### src/rtl/spiPkg.sv
// SPI side constants; Mode 0 only, one byte per start, channel count fixed at build time
package spiPkg;

	// --------------------
	// Widths with meaning
	// --------------------

	// One SPI data byte, shifted MSB first
	typedef logic [7:0] spiByteT;

	// SCK prescaler reload value
	// Half-period in system clocks is value + 1
	typedef logic [7:0] spiDivT;

	// Counts SCK edges within one byte, 0 to 16
	typedef logic [4:0] spiTickT;

	// --------------------
	// Fixed values
	// --------------------

	// Number of byte engines in the bridge
	localparam int numChannels = 2;

	// Divider after reset, gives 4 clocks per SCK half
	localparam spiDivT divResetVal = 8'd3;

	// Rise and fall for each of 8 bits
	localparam spiTickT sckEdges = 5'd16;

endpackage : spiPkg

### src/rtl/wbPkg.sv
// Wishbone classic side; 8-bit data, word addresses only, no byte selects or bursts
package wbPkg;

	// --------------------
	// Bus widths
	// --------------------

	// Word address, eight registers decoded
	typedef logic [2:0] wbAdrT;

	// Data bus, one byte
	typedef logic [7:0] wbDatT;

	// --------------------
	// Register map
	// --------------------

	// Divider, read and write
	localparam wbAdrT regDiv    = 3'd0;
	// Busy in bits 1..0, done in bits 3..2
	localparam wbAdrT regStatus = 3'd1;
	// Write only, a write starts a byte
	localparam wbAdrT regTx0    = 3'd2;
	localparam wbAdrT regTx1    = 3'd3;
	// Read only, read clears done
	localparam wbAdrT regRx0    = 3'd4;
	localparam wbAdrT regRx1    = 3'd5;

	// Addresses 6 and 7 are unused
	// Reads give zero, writes are ignored

endpackage : wbPkg

### src/rtl/wbSpiCtrl.sv
// Every access acked one clock after request, then one idle clock; no wait states
`timescale 1ns/1ps

module wbSpiCtrl
	import spiPkg::*, wbPkg::*;
(
	input  logic                   iSysClk,
	input  logic                   rstN,
	// Wishbone slave
	input  logic                   cyc,
	input  logic                   stb,
	input  logic                   we,
	input  wbAdrT                  adr,
	input  wbDatT                  datIn,
	output wbDatT                  datOut,
	output logic                   ack,
	// To the byte engines
	output logic                   sckTick,
	output logic [numChannels-1:0] start,
	output spiByteT                txByte,
	input  logic [numChannels-1:0] busy,
	// Read path through the collector
	output logic                   rdEn,
	output wbAdrT                  rdAdr,
	input  wbDatT                  rdData
);

	typedef enum logic {ctrlIdle, ctrlAck} ctrlStateT;

	ctrlStateT state;
	spiDivT    divReg;
	spiDivT    presCnt;
	logic      req;
	logic      wrReq;
	logic      divWr;

	// --------------------
	// Request decode
	// --------------------

	// Only idle state takes a new access
	assign req   = (state == ctrlIdle) && cyc && stb;
	assign wrReq = req && we;
	assign divWr = wrReq && (adr == regDiv);

	// Collector sees the read in the request clock
	// so done clears on the same edge as ack rises
	assign rdEn  = req && !we;
	assign rdAdr = adr;

	assign ack   = (state == ctrlAck);

	// Ack for one clock, then back to idle
	always_ff @(posedge iSysClk or negedge rstN)
	begin
		if (!rstN)
			state <= ctrlIdle;
		else if (req)
			state <= ctrlAck;
		else
			state <= ctrlIdle;
	end

	// --------------------
	// Divider and prescaler
	// --------------------

	// Free running; a divider write reloads the count at once
	always_ff @(posedge iSysClk or negedge rstN)
	begin
		if (!rstN)
		begin
			divReg  <= divResetVal;
			presCnt <= divResetVal;
			sckTick <= 1'b0;
		end
		else if (divWr)
		begin
			divReg  <= datIn;
			presCnt <= datIn;
			sckTick <= 1'b0;
		end
		else if (presCnt == '0)
		begin
			// Count div..0 gives div+1 clocks per tick
			presCnt <= divReg;
			sckTick <= 1'b1;
		end
		else
		begin
			presCnt <= presCnt - 1'b1;
			sckTick <= 1'b0;
		end
	end

	// --------------------
	// Start dispatch
	// --------------------

	// Start lands in the ack clock
	// Busy channel just drops the write
	always_ff @(posedge iSysClk or negedge rstN)
	begin
		if (!rstN)
			start <= '0;
		else
			for (int ch = 0; ch < numChannels; ch++)
				start[ch] <= wrReq && (adr == wbAdrT'(regTx0 + ch)) && !busy[ch];
	end

	// Data paths, valid whenever their strobe is
	always_ff @(posedge iSysClk)
	begin
		if (wrReq)
			txByte <= datIn;
		// Divider lives here, the rest comes from the collector
		if (rdEn)
			datOut <= (adr == regDiv) ? divReg : rdData;
	end

	// --------------------
	// Checks
	// --------------------

	// Master holds its request until ack
	ackHeld : assert property (@(posedge iSysClk) disable iff (!rstN)
		ack |-> (cyc && stb))
		else $error("ack without cyc and stb");

	ackSingle : assert property (@(posedge iSysClk) disable iff (!rstN)
		ack |=> !ack)
		else $error("ack held for two clocks");

endmodule : wbSpiCtrl

### src/rtl/spiByteMaster.sv
// Mode 0 byte engine, MSB first; CS setup and hold only as long as sckTick alignment gives
`timescale 1ns/1ps

module spiByteMaster
	import spiPkg::*;
(
	input  logic    iSysClk,
	input  logic    rstN,
	// Control
	input  logic    sckTick,
	input  logic    start,
	input  spiByteT txByte,
	output logic    busy,
	output logic    rxValid,
	output spiByteT rxByte,
	// SPI pins
	output logic    spiCsN,
	output logic    spiSck,
	output logic    spiMosi,
	input  logic    spiMiso
);

	typedef enum logic [1:0] {engIdle, engShift, engFinish} engStateT;

	engStateT state;
	spiTickT  tickCnt;
	spiByteT  txShift;
	spiByteT  rxShift;
	logic     riseTick;
	logic     fallTick;
	logic     lastEdge;

	// --------------------
	// Edge decode
	// --------------------

	// Tick count even before the tick means SCK goes up
	assign riseTick = (state == engShift) && sckTick && !tickCnt[0];
	assign fallTick = (state == engShift) && sckTick && tickCnt[0];
	// Tick 16, SCK falls for the last time
	assign lastEdge = (tickCnt == spiTickT'(sckEdges - 1'b1));

	// --------------------
	// Engine FSM
	// --------------------

	always_ff @(posedge iSysClk or negedge rstN)
	begin
		if (!rstN)
		begin
			state   <= engIdle;
			tickCnt <= '0;
			busy    <= 1'b0;
			rxValid <= 1'b0;
			spiCsN  <= 1'b1;
			spiSck  <= 1'b0;
			spiMosi <= 1'b0;
		end
		else
		begin
			// Single clock strobe
			rxValid <= 1'b0;
			case (state)
				engIdle:
				begin
					// CS low and bit 7 out together
					if (start)
					begin
						state   <= engShift;
						tickCnt <= '0;
						busy    <= 1'b1;
						spiCsN  <= 1'b0;
						spiMosi <= txByte[7];
					end
				end
				engShift:
				begin
					if (riseTick)
					begin
						tickCnt <= tickCnt + 1'b1;
						spiSck  <= 1'b1;
					end
					else if (fallTick)
					begin
						// Next bit out on falling SCK
						tickCnt <= tickCnt + 1'b1;
						spiSck  <= 1'b0;
						spiMosi <= txShift[7];
						if (lastEdge)
							state <= engFinish;
					end
				end
				engFinish:
				begin
					// Tick 17 closes the byte
					if (sckTick)
					begin
						state   <= engIdle;
						busy    <= 1'b0;
						rxValid <= 1'b1;
						spiCsN  <= 1'b1;
					end
				end
				default:
					state <= engIdle;
			endcase
		end
	end

	// --------------------
	// Shift registers
	// --------------------

	// Bit 7 already on the pin at start, so load the rest
	always_ff @(posedge iSysClk)
	begin
		if ((state == engIdle) && start)
			txShift <= {txByte[6:0], 1'b0};
		else if (fallTick)
			txShift <= {txShift[6:0], 1'b0};
		// Sampled on rising SCK
		if (riseTick)
			rxShift <= {rxShift[6:0], spiMiso};
	end

	// Stable from last rise until next start
	assign rxByte = rxShift;

	// --------------------
	// Checks
	// --------------------

	idleCsHigh : assert property (@(posedge iSysClk) disable iff (!rstN)
		(state == engIdle) |-> spiCsN)
		else $error("CS low while engine idle");

	// Controller must gate start with busy
	noStartBusy : assert property (@(posedge iSysClk) disable iff (!rstN)
		start |-> !busy)
		else $error("start while busy");

	sckLowOutsideCs : assert property (@(posedge iSysClk) disable iff (!rstN)
		spiCsN |-> !spiSck)
		else $error("SCK high with CS deasserted");

endmodule : spiByteMaster

### src/rtl/spiRxCollect.sv
// One byte latch per channel, no overrun flag; an unread byte is simply overwritten
`timescale 1ns/1ps

module spiRxCollect
	import spiPkg::*, wbPkg::*;
(
	input  logic                   iSysClk,
	input  logic                   rstN,
	// From the engines
	input  logic [numChannels-1:0] rxValid,
	input  spiByteT                rxByte [numChannels],
	input  logic [numChannels-1:0] busy,
	// Read port from the controller
	input  logic                   rdEn,
	input  wbAdrT                  rdAdr,
	output wbDatT                  rdData
);

	spiByteT                rxLatch [numChannels];
	logic [numChannels-1:0] done;
	logic [numChannels-1:0] busyEff;

	// --------------------
	// Latches and flags
	// --------------------

	// Byte held until the next one arrives
	always_ff @(posedge iSysClk)
	begin
		for (int ch = 0; ch < numChannels; ch++)
			if (rxValid[ch])
				rxLatch[ch] <= rxByte[ch];
	end

	// New byte wins over a read clear in the same clock
	always_ff @(posedge iSysClk or negedge rstN)
	begin
		if (!rstN)
			done <= '0;
		else
			for (int ch = 0; ch < numChannels; ch++)
			begin
				if (rxValid[ch])
					done[ch] <= 1'b1;
				else if (rdEn && (rdAdr == wbAdrT'(regRx0 + ch)))
					done[ch] <= 1'b0;
			end
	end

	// --------------------
	// Read mux
	// --------------------

	// Byte still on its way to the latch counts as busy,
	// so status busy falls exactly when done rises
	assign busyEff = busy | rxValid;

	always_comb
	begin
		rdData = '0;
		if (rdAdr == regStatus)
			rdData = wbDatT'({done, busyEff});
		for (int ch = 0; ch < numChannels; ch++)
			if (rdAdr == wbAdrT'(regRx0 + ch))
				rdData = rxLatch[ch];
	end

endmodule : spiRxCollect

### src/rtl/spiBridgeTop.sv
// Two-channel SPI master behind Wishbone; shared SCK divider, SPI pins plain in/out
`timescale 1ns/1ps

module spiBridgeTop
	import spiPkg::*, wbPkg::*;
(
	input  logic                   iSysClk,
	input  logic                   rstN,
	// Wishbone classic slave
	input  logic                   cyc,
	input  logic                   stb,
	input  logic                   we,
	input  wbAdrT                  adr,
	input  wbDatT                  datIn,
	output wbDatT                  datOut,
	output logic                   ack,
	// SPI, one bit per channel
	output logic [numChannels-1:0] spiCsN,
	output logic [numChannels-1:0] spiSck,
	output logic [numChannels-1:0] spiMosi,
	input  logic [numChannels-1:0] spiMiso
);

	// Controller to engines
	logic                   sckTick;
	logic [numChannels-1:0] start;
	spiByteT                txByte;
	// Engines back
	logic [numChannels-1:0] busy;
	logic [numChannels-1:0] rxValid;
	spiByteT                rxByte [numChannels];
	// Read path
	logic                   rdEn;
	wbAdrT                  rdAdr;
	wbDatT                  rdData;

	// --------------------
	// Bus side
	// --------------------

	wbSpiCtrl uCtrl (
		.iSysClk (iSysClk),
		.rstN    (rstN),
		.cyc     (cyc),
		.stb     (stb),
		.we      (we),
		.adr     (adr),
		.datIn   (datIn),
		.datOut  (datOut),
		.ack     (ack),
		.sckTick (sckTick),
		.start   (start),
		.txByte  (txByte),
		.busy    (busy),
		.rdEn    (rdEn),
		.rdAdr   (rdAdr),
		.rdData  (rdData)
	);

	// --------------------
	// Byte engines
	// --------------------

	// All share sckTick and txByte, start picks the channel
	for (genvar gi = 0; gi < numChannels; gi++)
	begin : genEngine
		spiByteMaster uEngine (
			.iSysClk (iSysClk),
			.rstN    (rstN),
			.sckTick (sckTick),
			.start   (start[gi]),
			.txByte  (txByte),
			.busy    (busy[gi]),
			.rxValid (rxValid[gi]),
			.rxByte  (rxByte[gi]),
			.spiCsN  (spiCsN[gi]),
			.spiSck  (spiSck[gi]),
			.spiMosi (spiMosi[gi]),
			.spiMiso (spiMiso[gi])
		);
	end

	// Receive side and status
	spiRxCollect uCollect (
		.iSysClk (iSysClk),
		.rstN    (rstN),
		.rxValid (rxValid),
		.rxByte  (rxByte),
		.busy    (busy),
		.rdEn    (rdEn),
		.rdAdr   (rdAdr),
		.rdData  (rdData)
	);

endmodule : spiBridgeTop

### config.mk
export PLATFORM = sky130hd
export DESIGN_NAME = spiBridgeTop
export DESIGN_NICKNAME = d
export VERILOG_FILES = /design/src/rtl/spiPkg.sv /design/src/rtl/wbPkg.sv /design/src/rtl/wbSpiCtrl.sv /design/src/rtl/spiByteMaster.sv /design/src/rtl/spiRxCollect.sv /design/src/rtl/spiBridgeTop.sv
export SDC_FILE = /design/constraint.sdc
export NUM_CORES = 1
export LEC_CHECK = 0
export BUFFER_PORTS_ARGS = -buffer_cell sky130_fd_sc_hd__buf_2
export CAP_MARGIN = 10
export CORE_UTILIZATION = 59
export DETAILED_ROUTE_END_ITERATION = 16
export PLACE_DENSITY = 0.78
export SYNTH_ARGS = -nofsm -noshare
export SYNTH_HDL_FRONTEND = slang
export SYNTH_HIERARCHICAL = 1
export SYNTH_SLANG_ARGS = --single-unit
### constraint.sdc
create_clock -name iSysClk -period 2.3 [get_ports iSysClk]
set_input_delay 0.23 -clock iSysClk [delete_from_list [all_inputs] [get_ports iSysClk]]
set_output_delay 0.23 -clock iSysClk [all_outputs]
set_load 0.05 [all_outputs]
==> run_results.csv, run 1 <==
group,metric,value,unit
run_status,outcome,"finished, final reports clean",
finish,area_delta_synth_final,9.36,%
global_route,grt_usage,21.8,%
floorplanning,die-area,0.00810,sq mm
setup_path,critPathKind,"flop to flop",
global_route,overflow,0,
detailed_routing,first_pass_iters,4,
sta,finalSetupViolations,0,
clock_network,max-clock-path-buffers,2,
logic_synthesis,ys_seq_elements,108,
setup_path,crit_fanout,8,
floorplanning,pin_count,33,
clock_network,clk-insertion-delay-late,0.36,ns
sta,rsz0062_at_grt,"false",
setup_path,start_kind,"flop",
placed_design,dp.cells,448,
logic_synthesis,synthesis.area,0.00457,sq mm
sta,layout_min_cycle_time,1.81,ns
power_and_ir_drop,p_total,4.23,mW
detailed_routing,drt_iter0_drc,148,
logic_synthesis,synth_cells,322,
detailed_routing,vias,2640,
logic_synthesis,yosys_warnings,6,
sta,fin_ws,0.490,ns
detailed_routing,detail-route-antenna-nets,0,
setup_path,worstPathRequired,2.53,ns
logic_synthesis,ys_async_sr_fraction,42.6,%
finish,finish.utilization,67.8,%
logic_synthesis,synth_top_cell_area_share,40.7,%
global_route,antenna_found_initial,0,
detailed_routing,drc,0,
power_and_ir_drop,powerDensity,847,mW/mm^2
detailed_routing,viasPerCell,5.68,
placed_design,port_buffers,32,
logic_synthesis,synth.area.top_cells,"edfxtp_1 41%, dfrtp_1 22%, mux2_4 3.9%",
sta,fin_crit_sh,78.7,%
sta,fin_worst_skew,0.00991,ns
logic_synthesis,yosysMostFrequentCell,"edfxtp_1",
detailed_routing,post_drt_wl_per_cell,17.7,um
placed_design,postPlaceCellArea,0.00479,sq mm
finish,nets,385,
logic_synthesis,netlist_top_cells_count,"62 x edfxtp_1, 40 x dfrtp_1, 35 x nand2_1",
clock_network,numCtsBuffers,9,
logic_synthesis,avgSynthCellArea,14.2,sq um
logic_synthesis,synth_cell_types,47,
logic_synthesis,synth_fp_nets,346,
sta,tightest_slew,0.597,ns
sta,fin_setup_tns,0,ns
worst_hold_path,hp-class,"primary input to flop",
floorplanning,core,0.00737,sq mm
logic_synthesis,synth_top_flop_cell,"edfxtp_1",
logic_synthesis,yosysTopAreaCell,"edfxtp_1",
power_and_ir_drop,cellLeakagePower,2.17,nW
finish,fill_cells,532,
clock_network,htreeDepth,3,
clock_network,cts_tree,"built",
floorplanning,fp-row-count,31,
logic_synthesis,yosysSeqAreaShare,66.1,%
setup_path,cp.arrival,2.04,ns
run,maxCapViolations,0,
sta,whs,0.0417,ns
finish,fin_cells,465,
setup_path,end_kind,"flop",
floorplanning,start_util,62.0,%
global_route,grt_pass1_wl,13500,um
floorplanning,die_w,90.0,um
finish,finish.instance_area,0.00500,sq mm
clock_network,cts_root_buf,"clkbuf_8",
placed_design,place_hpwl,5750,um
placed_design,gp_congestion,0.800,
global_route,grt_pass1_vias,2617,
power_and_ir_drop,vdd_drop_max,0.377,mV
sta,max-slew-margin-rel,60.2,%
global_route,grt_max_degree,47,
detailed_routing,routed_wl,8220,um
finish,antenna_cells,0,
sta,hold_violations,0,
clock_network,cts.sink_count,108,
placed_design,dp_slack,0.521,ns
floorplanning,die_h,90.0,um
logic_synthesis,synth_edf_count,62,
sta,timing.fmax,553,MHz
clock_network,clkTransAtPathRegs,0.10,ns
sta,drv_slew,0,
finish,drive_above_1_share,27.0,%
[worst paths after layout]
kind,startpoint,endpoint,slack (ns),cells after the start
max in group asynchronous,rstN,uCtrl/presCnt[2]$_DFF_PN0_,1.40,3
setup / recovery,uCtrl/presCnt[3]$_DFF_PN0_,uCtrl/presCnt[2]$_DFF_PN0_,0.49,4
hold reg to reg,genEngine[1].uEngine/rxByte[7]$_DFFE_PP_,uCollect/rxLatch[0][15]$_DFFE_PP_,0.44,0
hold / removal,spiMiso[1],genEngine[1].uEngine/rxByte[0]$_DFFE_PP_,0.04,1
setup reg to reg,uCtrl/presCnt[3]$_DFF_PN0_,uCtrl/presCnt[2]$_DFF_PN0_,0.49,4
min in group asynchronous,rstN,genEngine[0].uEngine/spiMosi$_DFFE_PN0P_,0.49,3
[kinds of logic (layout without fill, tap and decap cells)]
group	count (synthesis)	count (layout)	synth area share (%)
XOR/XNOR	5	5	0.958
buffers and inverters	22	66	3.48
flip-flops	108	108	66.1
AO/OA/AOI/OAI	46	46	6.43
AND/OR/NAND/NOR	99	99	11.9
adder cells (fa/ha/maj)	6	6	1.64
multiplexers	36	36	9.55
[sequential cells by signal, indices dropped and copies added (netlist names), 8 cells and up]
name,count
uCtrl/divReg,8
uCtrl/datOut,8
uCollect/rxLatch,16
uCtrl/txByte,8
genEngine.uEngine/txShift,14
genEngine.uEngine/tickCnt,10
uCtrl/presCnt,8
genEngine.uEngine/rxByte,16
[worst max-delay path: stages, from the launching register on]
cell and delay [ns]:
dfrtp_1 0.42, or3_4 0.43, or4_4 0.57, mux2i_1 0.18, o21ai_1 0.08
[final cells by class]
| class | instances | area [sq um] | area share [%] |
|---|---|---|---|
| Tap cell | 99 | 124 | 2.48 |
| Clock inverter | 7 | 75.1 | 1.50 |
| Timing Repair Buffer | 41 | 230 | 4.61 |
| Sequential cell | 108 | 3020 | 60.4 |
| Inverter | 9 | 33.8 | 0.676 |
| Multi-Input combinational cell | 192 | 1390 | 27.8 |
| Clock buffer | 9 | 124 | 2.48 |
[per-layer routing]
| metal | share of wire [%] | global-route usage [%] |
|---|---|---|
| met4 | 1.5 | 8.06 |
| met1 | 45 | 29.8 |
| met3 | 5.9 | 5.41 |
| met2 | 48 | 34.2 |
| met5 | 0 | 0 |
[report_power, final]
| part | internal [mW] | switching (mW) | total, mW |
|---|---|---|---|
| Combinational | 0.330 | 0.372 | 0.702 |
| Clock | 0.511 | 0.636 | 1.15 |
| Sequential | 2.21 | 0.171 | 2.38 |
| Total | 3.05 | 1.18 | 4.23 |
[repair_timing]
item                                   CTS  global route
endpoints found under the hold margin   40             0
setup buffers                            0             0
hold buffers                             1             0
gates resized for setup                  0             0
[cell usage in the layout (no fill, tap or decap), types with 3 or more instances in the layout]
cell / n
nor3_1: 3
mux2_2: 13
nand2b_1: 8
nand3_1: 9
mux2i_1: 11
dfstp_2: 6
mux2_4: 12
edfxtp_1: 62
nand3b_1: 5
o21ai_1: 8
xor2_1: 3
or2_2: 3
o31ai_1: 3
buf_4: 8
clkbuf_8: 9
o22ai_1: 5
nor2_1: 12
a21oi_1: 9
and2_1: 5
nand2_1: 35
and3_1: 3
inv_1: 9
nand4b_1: 3
buf_2: 32
dfrtp_1: 40
ha_1: 6
o21ai_0: 4
a21o_1: 6
Note: power is estimated with default switching activity, not from simulation.
==> run 2, diff against run 1 <==
Clock period 2.3 ns to 1.75 ns, I/O delays scaled along.
==> run 2 against run 1 <==
  * Maximum frequency up 4.7%
  * Non-clock buffer count increased by 20
  * Worst hold slack worse by 0.014 ns
  * Flip-flop and latch count unchanged
  * Via count up 2.1%
  * Setup slack worse by 0.47 ns
  * Final area grew 3.9%
  * Critical endpoint unchanged
  * Highest routed layer unchanged
==> run_results.csv, run 2 (synthesis gave the netlist of run 1 again) <==
group,metric,value,unit
detailed_routing,detail-route-antenna-nets,0,
power_and_ir_drop,cellLeakagePower,2.28,nW
worst_hold_path,hp-class,"primary input to flop",
setup_path,end_kind,"flop",
placed_design,place_hpwl,5700,um
sta,drv_slew,0,
placed_design,port_buffers,32,
floorplanning,die-area,0.00810,sq mm
global_route,grt_usage,22.2,%
detailed_routing,drt_iter0_drc,183,
sta,hold_violations,0,
floorplanning,start_util,62.0,%
global_route,grt_pass1_wl,13700,um
global_route,grt_pass1_vias,2660,
finish,finish.instance_area,0.00519,sq mm
finish,area_delta_synth_final,13.6,%
power_and_ir_drop,vdd_drop_max,0.502,mV
detailed_routing,viasPerCell,5.56,
run_status,outcome,"finished, final reports clean",
finish,drive_above_1_share,29.8,%
placed_design,gp_congestion,0.790,
clock_network,clk-insertion-delay-late,0.36,ns
setup_path,worstPathRequired,2.00,ns
placed_design,postPlaceCellArea,0.00489,sq mm
floorplanning,core,0.00737,sq mm
detailed_routing,drc,0,
setup_path,cp.arrival,1.98,ns
setup_path,r2r-start,"uCtrl/presCnt[3]$_DFF_PN0_",
sta,finalSetupViolations,0,
setup_path,critPathKind,"flop to flop",
global_route,grt_max_degree,29,
finish,mostFrequentLayoutCells,"62 x edfxtp_1, 40 x dfrtp_1, 35 x nand2_1",
power_and_ir_drop,p_total,5.65,mW
power_and_ir_drop,powerDensity,1090,mW/mm^2
floorplanning,pin_count,33,
floorplanning,fp-row-count,31,
detailed_routing,post_drt_wl_per_cell,16.9,um
finish,antenna_cells,0,
setup_path,start_kind,"flop",
sta,rsz0062_at_grt,"true",
finish,nets,405,
global_route,antenna_found_initial,0,
clock_network,cts_root_buf,"clkbuf_8",
run,maxCapViolations,0,
clock_network,htreeDepth,3,
detailed_routing,vias,2696,
setup_path,critPathLaunch,"uCtrl/presCnt[3]$_DFF_PN0_",
finish,finish.utilization,70.5,%
global_route,overflow,0,
sta,tightest_slew,0.469,ns
clock_network,cts_tree,"built",
sta,fin_crit_sh,98.8,%
sta,fin_worst_skew,0.00956,ns
setup_path,crit_fanout,8,
sta,timing.fmax,578,MHz
worst_hold_path,worstHoldStart,"datIn[1]",
clock_network,numCtsBuffers,9,
clock_network,clkTransAtPathRegs,0.10,ns
clock_network,max-clock-path-buffers,2,
detailed_routing,routed_wl,8190,um
finish,final_common_cell,"edfxtp_1",
floorplanning,die_w,90.0,um
sta,layout_min_cycle_time,1.73,ns
floorplanning,die_h,90.0,um
detailed_routing,first_pass_iters,4,
sta,max-slew-margin-rel,68.7,%
clock_network,cts.sink_count,108,
run 2: cell types whose count changed in the layout (fill, tap and decap cells not counted):
cell           delta
nor2b_1           -1
inv_8             +1
clkinv_1          -1
dlygate4sd3_1     +7
buf_4            +12
nor2b_2           +1
o21ai_2           +1
buf_12            +1
o21ai_1           -1
run 2: report_power, final:
part / internal (mW) / switching, mW / total [mW]
sequential: 2.91 / 0.192 / 3.10
combinational: 0.490 / 0.514 / 1.00
clock: 0.687 / 0.858 / 1.54
run 2: path summary, 6_finish.rpt:
check	endpoint	cells after the start	slack, ns
max	uCtrl/presCnt[2]$_DFF_PN0_	4	0.02
min	uCtrl/txByte[1]$_DFFE_PN_	1	0.03
max reg2reg	uCtrl/presCnt[2]$_DFF_PN0_	4	0.02
min reg2reg	uCollect/rxLatch[0][7]$_DFFE_PP_	0	0.44
max in group asynchronous	genEngine[0].uEngine/spiCsN$_DFFE_PN1P_	3	0.87
min in group asynchronous	genEngine[0].uEngine/spiMosi$_DFFE_PN0P_	2	0.30
run 2: layout make-up:
type,count,area [sq um]
sequential,108,3020
timing repair buffer,61,410
fill,493,2180
tap,99,124
clock inverter,7,82.6
multi-input combinational,192,1400
clock buffer,9,124
inverter,9,33.8
run 2: per-layer routing:
metal / part of all wire (%) / vias to the layer above / wire (um) / global-route usage [%]
li1: - / 1279 / - / -
met1: 47 / 1346 / 3830 / 31.7
met2: 47 / 60 / 3840 / 34.1
met3: 4.7 / 11 / 387 / 4.31
met4: 1.6 / 0 / 129 / 8.47
met5: 0 / - / 0 / 0
run 2: timing repair:
| item | 4_1_cts | 5_1_grt |
|---|---|---|
| endpoints found under the hold margin | 20 | 1 |
| resized for setup | 0 | 1 |
| endpoints found under the setup margin | 0 | 5 |
| setup buffers | 0 | 1 |
| hold buffers | 7 | 1 |
run 2: critical path: stages (launching register included):
cell,delay [ns]
dfrtp_1,0.39
or3_4,0.41
or4_4,0.57
mux2i_1,0.18
o21ai_1,0.07
run 2: metrics by stage:
step           hold slack [ns]  worst slack (ns)  setup TNS (ns)  std cells
2_1_floorplan           -0.121            0.0354               0        322
3_3_place_gp             0.152            0.0849               0        460
3_5_place_dp             0.153            0.0462               0        460
4_1_cts                0.00659            0.0320               0        483
5_1_grt                0.00863           -0.0262         -0.0629        485
6_report                0.0273            0.0209               0        485
